$ cat src/logic/fpu_pkg.sv
// FPU package with widths, opcode and rounding enums, and the request and commit packets
`default_nettype none

package fpu_pkg;

    localparam int xlen          = 32;
    localparam int num_warps     = 4;
    localparam int nw_width      = 2;
    localparam int uuid_width    = 16;
    localparam int nr_bits       = 5;
    localparam int pid_width     = 2;
    localparam int max_lanes     = 2;
    localparam int inst_frm_bits = 3;
    localparam int inst_fmt_bits = 2;

    typedef struct packed {
        logic nv;
        logic dz;
        logic of;
        logic uf;
        logic nx;
    } fflags_t;

    typedef enum logic {
        op_mul,
        op_misc
    } fpu_op_e;

    typedef enum logic [inst_frm_bits-1:0] {
        frm_rne = 3'd0,
        frm_rtz = 3'd1,
        frm_rdn = 3'd2,
        frm_rup = 3'd3,
        frm_rmm = 3'd4,
        frm_dyn = 3'd7
    } fpu_frm_e;

    // Sub-op of op_misc, carried in the frm field
    typedef enum logic [inst_frm_bits-1:0] {
        misc_sgnj  = 3'd0,
        misc_sgnjn = 3'd1,
        misc_sgnjx = 3'd2,
        misc_min   = 3'd3,
        misc_max   = 3'd4
    } fpu_misc_e;

    typedef struct packed {
        logic [uuid_width-1:0] uuid;
        logic [nw_width-1:0]   wid;
        logic [max_lanes-1:0]  tmask;
        logic [xlen-1:0]       pc;
        logic [nr_bits-1:0]    rd;
        logic [pid_width-1:0]  pid;
        logic                  sop;
        logic                  eop;
    } fpu_meta_t;

    typedef struct packed {
        fpu_meta_t                         meta;
        fpu_op_e                           op;
        logic [inst_frm_bits-1:0]          frm;
        logic [inst_fmt_bits-1:0]          fmt;
        logic [max_lanes-1:0][xlen-1:0]    rs1;
        logic [max_lanes-1:0][xlen-1:0]    rs2;
        logic [max_lanes-1:0][xlen-1:0]    rs3;
    } fpu_exec_t;

    typedef struct packed {
        fpu_meta_t                         meta;
        logic [max_lanes-1:0][xlen-1:0]    result;
    } fpu_commit_t;

endpackage

`default_nettype wire

$ cat src/logic/fpu_tag_store.sv
// Tag allocator for in-flight FPU packets, keeps each packet's metadata under its tag
`default_nettype none

module fpu_tag_store #(
    parameter int queue_depth = 4,
    localparam int tag_width = (queue_depth > 1) ? $clog2(queue_depth) : 1
) (
    input  wire                     clk,
    input  wire                     block_reset,

    input  wire                     acquire,
    input  wire fpu_pkg::fpu_meta_t write_meta,
    output logic [tag_width-1:0]    alloc_tag,
    output logic                    full,

    input  wire                     release_en,
    input  wire [tag_width-1:0]     rsp_tag,
    output fpu_pkg::fpu_meta_t      read_meta
);
    import fpu_pkg::*;

    logic [queue_depth-1:0] free_mask;
    fpu_meta_t              meta_table [queue_depth];

    // Lowest free entry wins
    always_comb begin
        alloc_tag = '0;
        for (int i = queue_depth - 1; i >= 0; i--) begin
            if (free_mask[i]) begin
                alloc_tag = tag_width'(i);
            end
        end
    end

    assign full = ~|free_mask;

    always_ff @(posedge clk) begin
        if (block_reset) begin
            free_mask <= '1;
        end else begin
            if (acquire) begin
                free_mask[alloc_tag] <= 1'b0;
            end
            if (release_en) begin
                free_mask[rsp_tag] <= 1'b1;
            end
        end
    end

    always_ff @(posedge clk) begin
        if (acquire) begin
            meta_table[alloc_tag] <= write_meta;
        end
    end

    assign read_meta = meta_table[rsp_tag];

endmodule

`default_nettype wire

$ cat src/logic/fpu_mul_lane.sv
// Single precision multiplier lane in three stages, flushes subnormals and rounds by frm
`default_nettype none

module fpu_mul_lane (
    input  wire                               clk,
    input  wire                               enable,
    input  wire [fpu_pkg::xlen-1:0]           a,
    input  wire [fpu_pkg::xlen-1:0]           b,
    input  wire [fpu_pkg::inst_frm_bits-1:0]  frm,
    output logic [fpu_pkg::xlen-1:0]          result,
    output fpu_pkg::fflags_t                  fflags
);
    import fpu_pkg::*;

    localparam logic [31:0] canonical_nan = 32'h7fc0_0000;

    // Operand classes
    logic zero_a, zero_b, inf_a, inf_b, nan_a, nan_b, snan_a, snan_b;
    logic invalid;
    logic sign_p;

    assign zero_a  = (a[30:23] == 8'd0);
    assign zero_b  = (b[30:23] == 8'd0);
    assign inf_a   = (a[30:23] == 8'hff) && (a[22:0] == 23'd0);
    assign inf_b   = (b[30:23] == 8'hff) && (b[22:0] == 23'd0);
    assign nan_a   = (a[30:23] == 8'hff) && (a[22:0] != 23'd0);
    assign nan_b   = (b[30:23] == 8'hff) && (b[22:0] != 23'd0);
    assign snan_a  = nan_a && !a[22];
    assign snan_b  = nan_b && !b[22];
    assign invalid = snan_a || snan_b || (zero_a && inf_b) || (inf_a && zero_b);
    assign sign_p  = a[31] ^ b[31];

    logic                     s1_sign, s1_special, s1_nv;
    logic signed [9:0]        s1_exp;
    logic [23:0]              s1_ma, s1_mb;
    logic [31:0]              s1_spec_res;
    logic [inst_frm_bits-1:0] s1_frm;

    always_ff @(posedge clk) begin
        if (enable) begin
            s1_sign     <= sign_p;
            s1_exp      <= $signed({2'b00, a[30:23]}) + $signed({2'b00, b[30:23]}) - 10'sd127;
            s1_ma       <= {1'b1, a[22:0]};
            s1_mb       <= {1'b1, b[22:0]};
            s1_special  <= zero_a || zero_b || inf_a || inf_b || nan_a || nan_b;
            s1_nv       <= invalid;
            s1_frm      <= frm;
            if (invalid || nan_a || nan_b) begin
                s1_spec_res <= canonical_nan;
            end else if (inf_a || inf_b) begin
                s1_spec_res <= {sign_p, 8'hff, 23'd0};
            end else begin
                s1_spec_res <= {sign_p, 31'd0};
            end
        end
    end

    logic                     s2_sign, s2_special, s2_nv;
    logic signed [9:0]        s2_exp;
    logic [47:0]              s2_prod;
    logic [31:0]              s2_spec_res;
    logic [inst_frm_bits-1:0] s2_frm;

    always_ff @(posedge clk) begin
        if (enable) begin
            s2_sign     <= s1_sign;
            s2_exp      <= s1_exp;
            s2_prod     <= s1_ma * s1_mb;
            s2_special  <= s1_special;
            s2_spec_res <= s1_spec_res;
            s2_nv       <= s1_nv;
            s2_frm      <= s1_frm;
        end
    end

    // Normalize, round and pack
    logic [23:0]       mant;
    logic [24:0]       mant_r;
    logic signed [9:0] exp_n, exp_r;
    logic              guard, sticky, inexact, round_up, max_mag;
    logic [31:0]       res_c;
    fflags_t           flags_c;

    always_comb begin
        if (s2_prod[47]) begin
            mant   = s2_prod[47:24];
            guard  = s2_prod[23];
            sticky = |s2_prod[22:0];
            exp_n  = s2_exp + 10'sd1;
        end else begin
            mant   = s2_prod[46:23];
            guard  = s2_prod[22];
            sticky = |s2_prod[21:0];
            exp_n  = s2_exp;
        end
        inexact = guard | sticky;
        case (s2_frm)
            frm_rne: round_up = guard & (sticky | mant[0]);
            frm_rdn: round_up = s2_sign & inexact;
            frm_rup: round_up = ~s2_sign & inexact;
            frm_rmm: round_up = guard;
            default: round_up = 1'b0;
        endcase
        mant_r  = {1'b0, mant} + {24'd0, round_up};
        exp_r   = exp_n + $signed({9'd0, mant_r[24]});
        // Directed modes saturate to the largest finite value on overflow
        max_mag = (s2_frm == frm_rtz) || (s2_frm == frm_rdn && !s2_sign)
               || (s2_frm == frm_rup && s2_sign);
        flags_c = '0;
        if (s2_special) begin
            res_c      = s2_spec_res;
            flags_c.nv = s2_nv;
        end else if (exp_r >= 10'sd255) begin
            res_c      = max_mag ? {s2_sign, 8'hfe, 23'h7f_ffff} : {s2_sign, 8'hff, 23'd0};
            flags_c.of = 1'b1;
            flags_c.nx = 1'b1;
        end else if (exp_r <= 10'sd0) begin
            res_c      = {s2_sign, 31'd0};
            flags_c.uf = 1'b1;
            flags_c.nx = 1'b1;
        end else begin
            res_c      = {s2_sign, exp_r[7:0], mant_r[22:0]};
            flags_c.nx = inexact;
        end
    end

    always_ff @(posedge clk) begin
        if (enable) begin
            result <= res_c;
            fflags <= flags_c;
        end
    end

endmodule

`default_nettype wire

$ cat src/logic/fpu_misc_lane.sv
// Sign injection and IEEE 754-2019 min/max for one lane, one register stage
`default_nettype none

module fpu_misc_lane (
    input  wire                      clk,
    input  wire                      enable,
    input  wire [fpu_pkg::xlen-1:0]  a,
    input  wire [fpu_pkg::xlen-1:0]  b,
    input  wire fpu_pkg::fpu_misc_e  op,
    output logic [fpu_pkg::xlen-1:0] result,
    output fpu_pkg::fflags_t         fflags
);
    import fpu_pkg::*;

    logic        nan_a, nan_b, snan_a, snan_b;
    logic        a_lt_b;
    logic [31:0] min_max;
    logic [31:0] res_c;
    fflags_t     flags_c;

    assign nan_a  = (a[30:23] == 8'hff) && (a[22:0] != 23'd0);
    assign nan_b  = (b[30:23] == 8'hff) && (b[22:0] != 23'd0);
    assign snan_a = nan_a && !a[22];
    assign snan_b = nan_b && !b[22];

    // Sign-magnitude compare, -0 orders below +0
    always_comb begin
        if (a[31] != b[31]) begin
            a_lt_b = a[31];
        end else if (a[31]) begin
            a_lt_b = a[30:0] > b[30:0];
        end else begin
            a_lt_b = a[30:0] < b[30:0];
        end
    end

    always_comb begin
        if (nan_a && nan_b) begin
            min_max = 32'h7fc0_0000;
        end else if (nan_a) begin
            min_max = b;
        end else if (nan_b) begin
            min_max = a;
        end else if (op == misc_min) begin
            min_max = a_lt_b ? a : b;
        end else begin
            min_max = a_lt_b ? b : a;
        end
    end

    always_comb begin
        flags_c = '0;
        case (op)
            misc_sgnj:  res_c = {b[31], a[30:0]};
            misc_sgnjn: res_c = {~b[31], a[30:0]};
            misc_sgnjx: res_c = {a[31] ^ b[31], a[30:0]};
            default: begin
                res_c      = min_max;
                flags_c.nv = snan_a | snan_b;
            end
        endcase
    end

    always_ff @(posedge clk) begin
        if (enable) begin
            result <= res_c;
            fflags <= flags_c;
        end
    end

endmodule

`default_nettype wire

$ cat src/logic/fpu_engine.sv
// FPU execute engine with multiply and misc lane arrays, result merge by tag
`default_nettype none

module fpu_engine #(
    parameter int num_lanes = 2,
    parameter int tag_width = 2
) (
    input  wire                                         clk,
    input  wire                                         block_reset,

    input  wire                                         req_valid,
    output logic                                        req_ready,
    input  wire fpu_pkg::fpu_op_e                       op,
    input  wire [fpu_pkg::inst_frm_bits-1:0]            frm,
    input  wire [num_lanes-1:0]                         tmask,
    input  wire [num_lanes-1:0][fpu_pkg::xlen-1:0]      rs1,
    input  wire [num_lanes-1:0][fpu_pkg::xlen-1:0]      rs2,
    input  wire [tag_width-1:0]                         req_tag,

    output logic                                        rsp_valid,
    input  wire                                         rsp_ready,
    output logic [num_lanes-1:0][fpu_pkg::xlen-1:0]     rsp_result,
    output logic                                        rsp_has_fflags,
    output fpu_pkg::fflags_t                            rsp_fflags,
    output logic [tag_width-1:0]                        rsp_tag
);
    import fpu_pkg::*;

    logic [2:0]                     mul_v;
    logic [2:0][tag_width-1:0]      mul_tag;
    logic [2:0][num_lanes-1:0]      mul_mask;
    logic                           misc_v, misc_has;
    logic [tag_width-1:0]           misc_tag;
    logic [num_lanes-1:0]           misc_mask;
    logic                           mul_issue, misc_issue;
    logic [num_lanes-1:0][xlen-1:0] mul_res, misc_res;
    fflags_t [num_lanes-1:0]        mul_ff, misc_ff;

    // A misc issued now would land together with the multiply in stage 2
    assign req_ready  = rsp_ready && !(op == op_misc && mul_v[1]);
    assign mul_issue  = req_valid && req_ready && (op == op_mul);
    assign misc_issue = req_valid && req_ready && (op == op_misc);

    always_ff @(posedge clk) begin
        if (block_reset) begin
            mul_v  <= '0;
            misc_v <= 1'b0;
        end else if (rsp_ready) begin
            mul_v  <= {mul_v[1:0], mul_issue};
            misc_v <= misc_issue;
        end
    end

    always_ff @(posedge clk) begin
        if (rsp_ready) begin
            mul_tag  <= {mul_tag[1:0], req_tag};
            mul_mask <= {mul_mask[1:0], tmask};
        end
        if (misc_issue) begin
            misc_tag  <= req_tag;
            misc_mask <= tmask;
            misc_has  <= (frm == misc_min) || (frm == misc_max);
        end
    end

    for (genvar i = 0; i < num_lanes; i++) begin : g_lane
        fpu_mul_lane mul_i (
            .clk    (clk),
            .enable (rsp_ready),
            .a      (rs1[i]),
            .b      (rs2[i]),
            .frm    (frm),
            .result (mul_res[i]),
            .fflags (mul_ff[i])
        );

        fpu_misc_lane misc_i (
            .clk    (clk),
            .enable (misc_issue && tmask[i]),
            .a      (rs1[i]),
            .b      (rs2[i]),
            .op     (fpu_misc_e'(frm)),
            .result (misc_res[i]),
            .fflags (misc_ff[i])
        );
    end

    assign rsp_valid      = mul_v[2] || misc_v;
    assign rsp_tag        = mul_v[2] ? mul_tag[2] : misc_tag;
    assign rsp_result     = mul_v[2] ? mul_res : misc_res;
    assign rsp_has_fflags = mul_v[2] || misc_has;

    // Flags only from active lanes
    always_comb begin
        rsp_fflags = '0;
        for (int i = 0; i < num_lanes; i++) begin
            if (mul_v[2] && mul_mask[2][i]) begin
                rsp_fflags = rsp_fflags | mul_ff[i];
            end else if (!mul_v[2] && misc_mask[i]) begin
                rsp_fflags = rsp_fflags | misc_ff[i];
            end
        end
    end

endmodule

`default_nettype wire

$ cat src/logic/fpu_unit.sv
// FPU execute block top, tags packets, resolves rounding mode, accumulates flags, commits
`default_nettype none

module fpu_unit #(
    parameter int num_lanes   = 2,
    parameter int queue_depth = 4
) (
    input  wire                                 clk,
    input  wire                                 block_reset,

    input  wire                                 exec_valid,
    output logic                                exec_ready,
    input  wire fpu_pkg::fpu_exec_t             exec_data,

    output logic [fpu_pkg::nw_width-1:0]        csr_read_wid,
    input  wire [fpu_pkg::inst_frm_bits-1:0]    csr_read_frm,

    output logic                                csr_write_en,
    output logic [fpu_pkg::nw_width-1:0]        csr_write_wid,
    output fpu_pkg::fflags_t                    csr_write_fflags,

    output logic                                commit_valid,
    input  wire                                 commit_ready,
    output fpu_pkg::fpu_commit_t                commit_data
);
    import fpu_pkg::*;

    localparam int tag_width = (queue_depth > 1) ? $clog2(queue_depth) : 1;

    logic                           exec_fire, rsp_fire;
    logic                           req_valid, req_ready, full;
    logic [inst_frm_bits-1:0]       req_frm;
    logic [tag_width-1:0]           alloc_tag, rsp_tag;
    logic                           rsp_valid, rsp_has_fflags;
    logic [num_lanes-1:0][xlen-1:0] rsp_result;
    fflags_t                        rsp_fflags;
    fpu_meta_t                      rsp_meta;
    fflags_t                        flag_acc [num_warps];

    assign exec_fire = exec_valid && exec_ready;
    assign rsp_fire  = rsp_valid && commit_ready;

    fpu_tag_store #(
        .queue_depth (queue_depth)
    ) tag_store_i (
        .clk         (clk),
        .block_reset (block_reset),
        .acquire     (exec_fire),
        .write_meta  (exec_data.meta),
        .alloc_tag   (alloc_tag),
        .full        (full),
        .release_en  (rsp_fire),
        .rsp_tag     (rsp_tag),
        .read_meta   (rsp_meta)
    );

    // Dynamic rounding mode only applies to multiply
    assign csr_read_wid = exec_data.meta.wid;
    assign req_frm = (exec_data.op == op_mul && exec_data.frm == frm_dyn) ?
                     csr_read_frm : exec_data.frm;

    assign req_valid  = exec_valid && !full;
    assign exec_ready = req_ready && !full;

    fpu_engine #(
        .num_lanes (num_lanes),
        .tag_width (tag_width)
    ) engine_i (
        .clk            (clk),
        .block_reset    (block_reset),
        .req_valid      (req_valid),
        .req_ready      (req_ready),
        .op             (exec_data.op),
        .frm            (req_frm),
        .tmask          (exec_data.meta.tmask[num_lanes-1:0]),
        .rs1            (exec_data.rs1[num_lanes-1:0]),
        .rs2            (exec_data.rs2[num_lanes-1:0]),
        .req_tag        (alloc_tag),
        .rsp_valid      (rsp_valid),
        .rsp_ready      (commit_ready),
        .rsp_result     (rsp_result),
        .rsp_has_fflags (rsp_has_fflags),
        .rsp_fflags     (rsp_fflags),
        .rsp_tag        (rsp_tag)
    );

    // Per-warp flags collected over the packets of one instruction
    always_ff @(posedge clk) begin
        if (block_reset) begin
            for (int w = 0; w < num_warps; w++) begin
                flag_acc[w] <= '0;
            end
        end else if (rsp_fire) begin
            if (rsp_meta.eop) begin
                flag_acc[rsp_meta.wid] <= '0;
            end else if (rsp_has_fflags) begin
                flag_acc[rsp_meta.wid] <= flag_acc[rsp_meta.wid] | rsp_fflags;
            end
        end
    end

    assign csr_write_en     = rsp_fire && rsp_meta.eop && rsp_has_fflags;
    assign csr_write_wid    = rsp_meta.wid;
    assign csr_write_fflags = flag_acc[rsp_meta.wid] | rsp_fflags;

    assign commit_valid = rsp_valid;

    always_comb begin
        commit_data = '0;
        commit_data.meta = rsp_meta;
        commit_data.result[num_lanes-1:0] = rsp_result;
    end

endmodule

`default_nettype wire

$ cat config.mk
export PLATFORM = sky130hd
export DESIGN_NAME = fpu_unit
export DESIGN_NICKNAME = d
export VERILOG_FILES = /design/src/logic/fpu_pkg.sv /design/src/logic/fpu_tag_store.sv /design/src/logic/fpu_mul_lane.sv /design/src/logic/fpu_misc_lane.sv /design/src/logic/fpu_engine.sv /design/src/logic/fpu_unit.sv
export SDC_FILE = /design/constraint.sdc
export NUM_CORES = 2
export LEC_CHECK = 0
export BUFFER_PORTS_ARGS = -buffer_cell sky130_fd_sc_hd__buf_2
export CAP_MARGIN = 20
export CORE_MARGIN = 4
export CORE_UTILIZATION = 55
export CTS_CLUSTER_DIAMETER = 80
export DETAILED_ROUTE_END_ITERATION = 6
export PLACE_DENSITY = 0.73
export RECOVER_POWER = 25
export SLEW_MARGIN = 20
export SYNTH_ARGS = -nofsm -noshare
export SYNTH_HDL_FRONTEND = slang
export SYNTH_SLANG_ARGS = --single-unit
$ cat constraint.sdc
create_clock -name clk -period 8.3 [get_ports clk]
set_input_delay 1.66 -clock clk [delete_from_list [all_inputs] [get_ports clk]]
set_output_delay 1.66 -clock clk [all_outputs]
set_load 0.005 [all_outputs]
======== Word-level counts from Yosys, hierarchy flattened ========
Memory sizes are Yosys's and may differ from the RTL's.
Index checks and enable logic that the tools add are counted.
operators by class
  $add $sub $neg .......................... 10
  multipliers ............................. 2
  order comparisons ....................... 12
  equal/unequal tests ..................... 15
  mux-type cells .......................... 81
  bitwise gates (word level) .............. 26
  reductions and logical operators ........ 102
operators by type and width
  kind                                                                                   number
  32-bit two-way mux                                                                     14
  32-bit case mux with 3 select lines                                                    2
  31-bit two-way mux                                                                     6
  24-bit by 24-bit multiplier with 48-bit output                                         2
  24-bit two-way mux                                                                     4
  23-bit logical NOT                                                                     4
  23-bit nonzero test                                                                    4
  64-bit two-way mux                                                                     1
  31-bit > comparator                                                                    2
  31-bit < comparator                                                                    2
  24-bit by 1-bit adder with 25-bit output                                               2
  23-bit OR reduction                                                                    2
  22-bit OR reduction                                                                    2
  1-bit logical AND                                                                      42
  8-bit equality test (second input constant)                                            4
  8-bit logical NOT                                                                      4
  1-bit two-way mux                                                                      32
  5-bit two-way mux                                                                      6
  1-bit logical OR                                                                       29
  10-bit by 2-bit adder with 10-bit output                                               2
  10-bit by 2-bit adder with 10-bit output (second input constant)                       2
  10-bit by 9-bit greater-or-equal comparator with 1-bit output (second input constant)  2
  10-bit by 1-bit <= comparator with 1-bit output (second input constant)                2
  10-bit two-way mux                                                                     2
  other kinds (27)                                                                       74
word-level totals
  register bits after elaboration ......... 537
  RAM bits ................................ 264
  bits of input ports ..................... 266
  output and inout bits ................... 137
  logic and storage cells ................. 304
  memories kept ........................... 2
memory list
  memory                  depth  width  rd ports  clocked after memory_dff  wr ports  line                 source
  tag_store_i.meta_table  4      61     1         0                         1         fpu_tag_store.sv:23  fpu_meta_t meta_table [queue_depth];
  flag_acc                4      5      1         0                         4         fpu_unit.sv:38       fflags_t flag_acc [num_warps];

======== Depth between registers and ports, before layout ========
  word-level depth ........................ 14
  mapped depth ............................ 27
  mapped depth without buffers ............ 25

======== Hierarchy ========
Synthesis repeated with hierarchy kept, for this count alone.
second synthesis, totals
  cells, all modules ...................... 6407
  area total of the unflattened synthesis .. 69681.8 um2
by module, submodules not included
  module                                   times used  cells each  area an instance (um2)  sequential area each (um2)
  fpu_mul_lane (engine_i.g_lane[1].mul_i)  1           2675        26474.1                 5044.8
  fpu_mul_lane (engine_i.g_lane[0].mul_i)  1           2666        26196.4                 5044.8
  fpu_tag_store                            1           350         9093.7                  7407.1
  fpu_misc_lane                            2           244         2529.9                  991.0
  fpu_engine                               1           130         1642.8                  590.6
  fpu_unit                                 1           98          1214.9                  600.6

======== Worst setup path before layout ========
Ideal clock, no wire load.
  path type ............................... input port to flip-flop
  from .................................... input port commit_ready
  to ...................................... memory tag_store_i.meta_table[3][0] (netlist name), enable pin
  library setup time ...................... 0.568 ns
  arrival ................................. 6.887 ns
  data required time ...................... 7.732 ns
  path slack .............................. 0.845 ns
  cell stages on the path ................. 5
  path buffers ............................ 1
  cells stage by stage .................... clkbuf_1 -> nand2_1 -> a21oi_1 -> nand3_1 -> nor3b_1
on the way
  longest elaborated chain between the ends .. 5
RTL lines
  what                                     line                 source
  from (decl)                              fpu_unit.sv:23       input wire commit_ready,
  1-bit logical AND                        fpu_engine.sv:40     assign req_ready = rsp_ready && !(op == op_misc && mul_v[1]);
  1-bit logical AND                        fpu_unit.sv:63       assign exec_ready = req_ready && !full;
  via exec_ready                           fpu_unit.sv:12       output logic exec_ready,
  1-bit logical AND                        fpu_unit.sv:40       assign exec_fire = exec_valid && exec_ready;
  1-bit two-way mux                        fpu_tag_store.sv:51  if (acquire) begin
  1-bit two-way mux (not written as such)  fpu_tag_store.sv:52  meta_table[alloc_tag] <= write_meta;
  to (decl)                                fpu_tag_store.sv:23
The timed path passes the listed nets, and every way through them passes these cells.

======== Worst setup path in the final report ========
  from .................................... register engine_i.g_lane[1].mul_i.s1_ma[20]
  to ...................................... register engine_i.g_lane[1].mul_i.s2_prod[40], data pin
on the way
  longest elaborated chain between the ends .. 1
RTL lines
  what                                            line                source
  from (decl)                                     fpu_mul_lane.sv:35  logic [23:0] s1_ma, s1_mb;
  from (signal assigned)                          fpu_mul_lane.sv:43  s1_ma <= {1'b1, a[22:0]};
  24-bit by 24-bit multiplier with 48-bit output  fpu_mul_lane.sv:68  s2_prod <= s1_ma * s1_mb;
  to (signal assigned)                            fpu_mul_lane.sv:68
  to (decl)                                       fpu_mul_lane.sv:60  logic [47:0] s2_prod;
Every way passes these cells.
A chain may end at the register's enable or synchronous reset.

==> qor.csv <==
metric;value;unit
fin_skew;0.0446;ns
dr.first_iter.drc_count;3547;
syn_to_final_growth;9.86;%
htree_levels;3;
syn_area;68200;um2
fp.dieArea;130000;um2
postSynthCellCount;6331;
run_status;completed;
clockBufferDepth;3;
drv_slew;0;
cts_made_buffers;72;
die_y;360;um
postCtsSetupRepairBufs;0;
cap_violations;0;
core_area;123000;um2
gp_congestion;0.936;
fin_crit;8.03;ns
initial_core_util;55.6;%
syn_nets;8017;
syn_area_per_cell;10.8;um2
grt_pass1_vias;49739;
pre_cts_ws;0.471;ns
drtPass1Iterations;5;
met2WireLength;87.1;mm
postRouteAntennaNets;0;
crit_fanout;10;
finalCritPeriodShare;96.8;%
final_common_cell;inv_1;
wl_met1;68.7;mm
wl_per_cell;21.5;um
grt_max_degree;193;
grt_use_total;27.9;%
root_buffer;clkbuf_16;
placement.io_buffers;336;
ys.warnings.count;0;
setup_viol;0;
row_count;128;
fillerInstances;9882;
ctsHoldBuffers;0;
nets;8355;
antenna_found_initial;9;
finalSetupTns;0;ns
ys.flop_type;edfxtp_1;
met3WireLength;13.6;mm
routed_wl;180;mm
overflow;0;
final_util;61.1;%
clock-sinks;685;
synthArstFlopShare;0;%
cts.repair.resized;0;
ys_seq_area_share;30.1;%
yosys.cell_types.count;93;
slew_headroom;23.1;%
drcViolationCount;0;
critPathArrivalTime;8.44;ns
setup_ws;0.269;ns
clock_latency;0.66;ns
dp_hpwl;141;mm
synth_edf_count;677;
hold_violations;0;
clk_pin_slew;0.07;ns
tritoncts;built;
vias;46880;
cp-start-kind;flop;
synth_seq_cells;685;
vias_per_cell;5.61;
tightest_slew;1.15;ns
rsz0062_at_grt;no;
final_cell_mix;inv_1, fa_1, edfxtp_1, nand2_1, and2_1;
hold_class;flop to flop;
required;8.70;ns
ioPinCount;403;
maxUsedRoutingLayer;met4;
crit_path_end_kind;flop;
die_w;360;um
drive_gt1_share;10.3;%
regToRegSetupSlack;0.27;ns
timing_worst_setup_path_type;flop to flop;
grt_pass1_wl;281;mm
max_freq;125;MHz
[critical path: stages (launching register included)]
cell	delay, ns
edfxtp_1	0.88
and2_1	0.27
fa_1	0.47
fa_1	0.54
inv_1	0.06
fa_1	0.50
fa_1	0.52
inv_1	0.06
fa_1	0.51
fa_1	0.50
inv_1	0.06
fa_1	0.48
inv_1	0.04
ha_1	0.35
a21o_1	0.20
a21oi_1	0.20
nor2b_1	0.06
or4_1	0.57
o211ai_1	0.51
a2111o_1	0.30
a21oi_1	0.11
o21ai_0	0.18
nor4bb_1	0.43
[through the flow]
step	cells	instance area [um2]	hold slack [ns]
finish	8358	74900	0.407
global route	8356	74900	0.422
CTS	8352	75100	0.402
detailed placement	8220	72400	0.405
global placement	8220	72400	0.401
floorplan	6331	68200	0.400
[path summary, 6_finish.rpt]
check	startpoint	endpoint	cells past startpoint
worst min register to register	engine_i.g_lane[0].mul_i.s1_spec_res[22]	engine_i.g_lane[0].mul_i.s2_spec_res[22]	0
worst max-delay path	engine_i.g_lane[1].mul_i.s1_ma[20]	engine_i.g_lane[1].mul_i.s2_prod[40]	22
worst min-delay path	engine_i.g_lane[0].mul_i.s1_spec_res[22]	engine_i.g_lane[0].mul_i.s2_spec_res[22]	0
worst max register to register	engine_i.g_lane[1].mul_i.s1_ma[20]	engine_i.g_lane[1].mul_i.s2_prod[40]	22
[flip-flops by register name (all words and copies together) (netlist names), 20 cells and up]
signal and count:
engine_i.g_lane.misc_i.result 64, engine_i.g_lane.mul_i.result 64, engine_i.g_lane.mul_i.s1_exp 20, engine_i.g_lane.mul_i.s1_ma 46, engine_i.g_lane.mul_i.s1_mb 46, engine_i.g_lane.mul_i.s2_exp 20, engine_i.g_lane.mul_i.s2_prod 96, flag_acc 20
tag_store_i.meta_table 244
[cell families (layout without fill, tap and decap cells)]
| family | Yosys count | after routing | synth area share, % |
|---|---|---|---|
| buffers and inverters | 1583 | 1979 | 8.78 |
| and+or+nand+nor | 1668 | 1668 | 12.3 |
| AOI/OAI and AO/OA | 606 | 606 | 5.81 |
| adders and majority gates | 1420 | 1420 | 36.7 |
| DFF | 685 | 685 | 30.1 |
| muxes | 182 | 182 | 3.96 |
| other | 0 | 6 | 0 |
| xor gates and xnor gates | 187 | 187 | 2.41 |
[routing by layer]
layer	track usage [%]	up-vias
met1	35.3	23687
met4	13.7	0
met2	46.4	1835
met5	0	-
li1	-	20872
met3	5.18	486
[synthesized netlist by cell type (16+ instances only)]
cell type | instances | area share [%]
inv_1 | 1310 | 7.2
fa_1 | 966 | 28
edfxtp_1 | 677 | 30
nand2_1 | 647 | 3.6
and2_1 | 523 | 4.8
ha_1 | 454 | 8.3
clkbuf_1 | 230 | 1.3
nor2_1 | 194 | 1.1
a21oi_1 | 162 | 1.2
xnor2_1 | 112 | 1.4
o21ai_0 | 108 | 0.79
mux2_2 | 88 | 1.5
a21o_1 | 85 | 0.94
xor2_1 | 74 | 0.95
mux4_2 | 61 | 2.0
nand3_1 | 53 | 0.39
nand4_1 | 50 | 0.46
nor4_1 | 49 | 0.45
a22o_1 | 47 | 0.60
mux2i_1 | 31 | 0.46
o21ai_1 | 28 | 0.21
o21bai_1 | 26 | 0.29
and3_1 | 24 | 0.22
nand2b_1 | 22 | 0.20
nor3_1 | 22 | 0.16
a31oi_1 | 18 | 0.17
buf_2 | 16 | 0.12
[cell type report]
type / instances / area [um2] / area share (%)
Multi-Input combinational cell: 4063 / 41800 / 55.8
Tap cell: 1625 / 2030 / 2.71
Sequential cell: 685 / 20500 / 27.4
Clock buffer: 85 / 1880 / 2.51
Inverter: 1316 / 4940 / 6.60
Timing Repair Buffer: 531 / 3020 / 4.04
Clock inverter: 47 / 746 / 0.996
Antenna cell: 6 / 15.0 / 0.0200
Power is left out: the tool's default activity adds up to more than one toggle a clock period on the data nets, which glitch-free logic cannot reach.
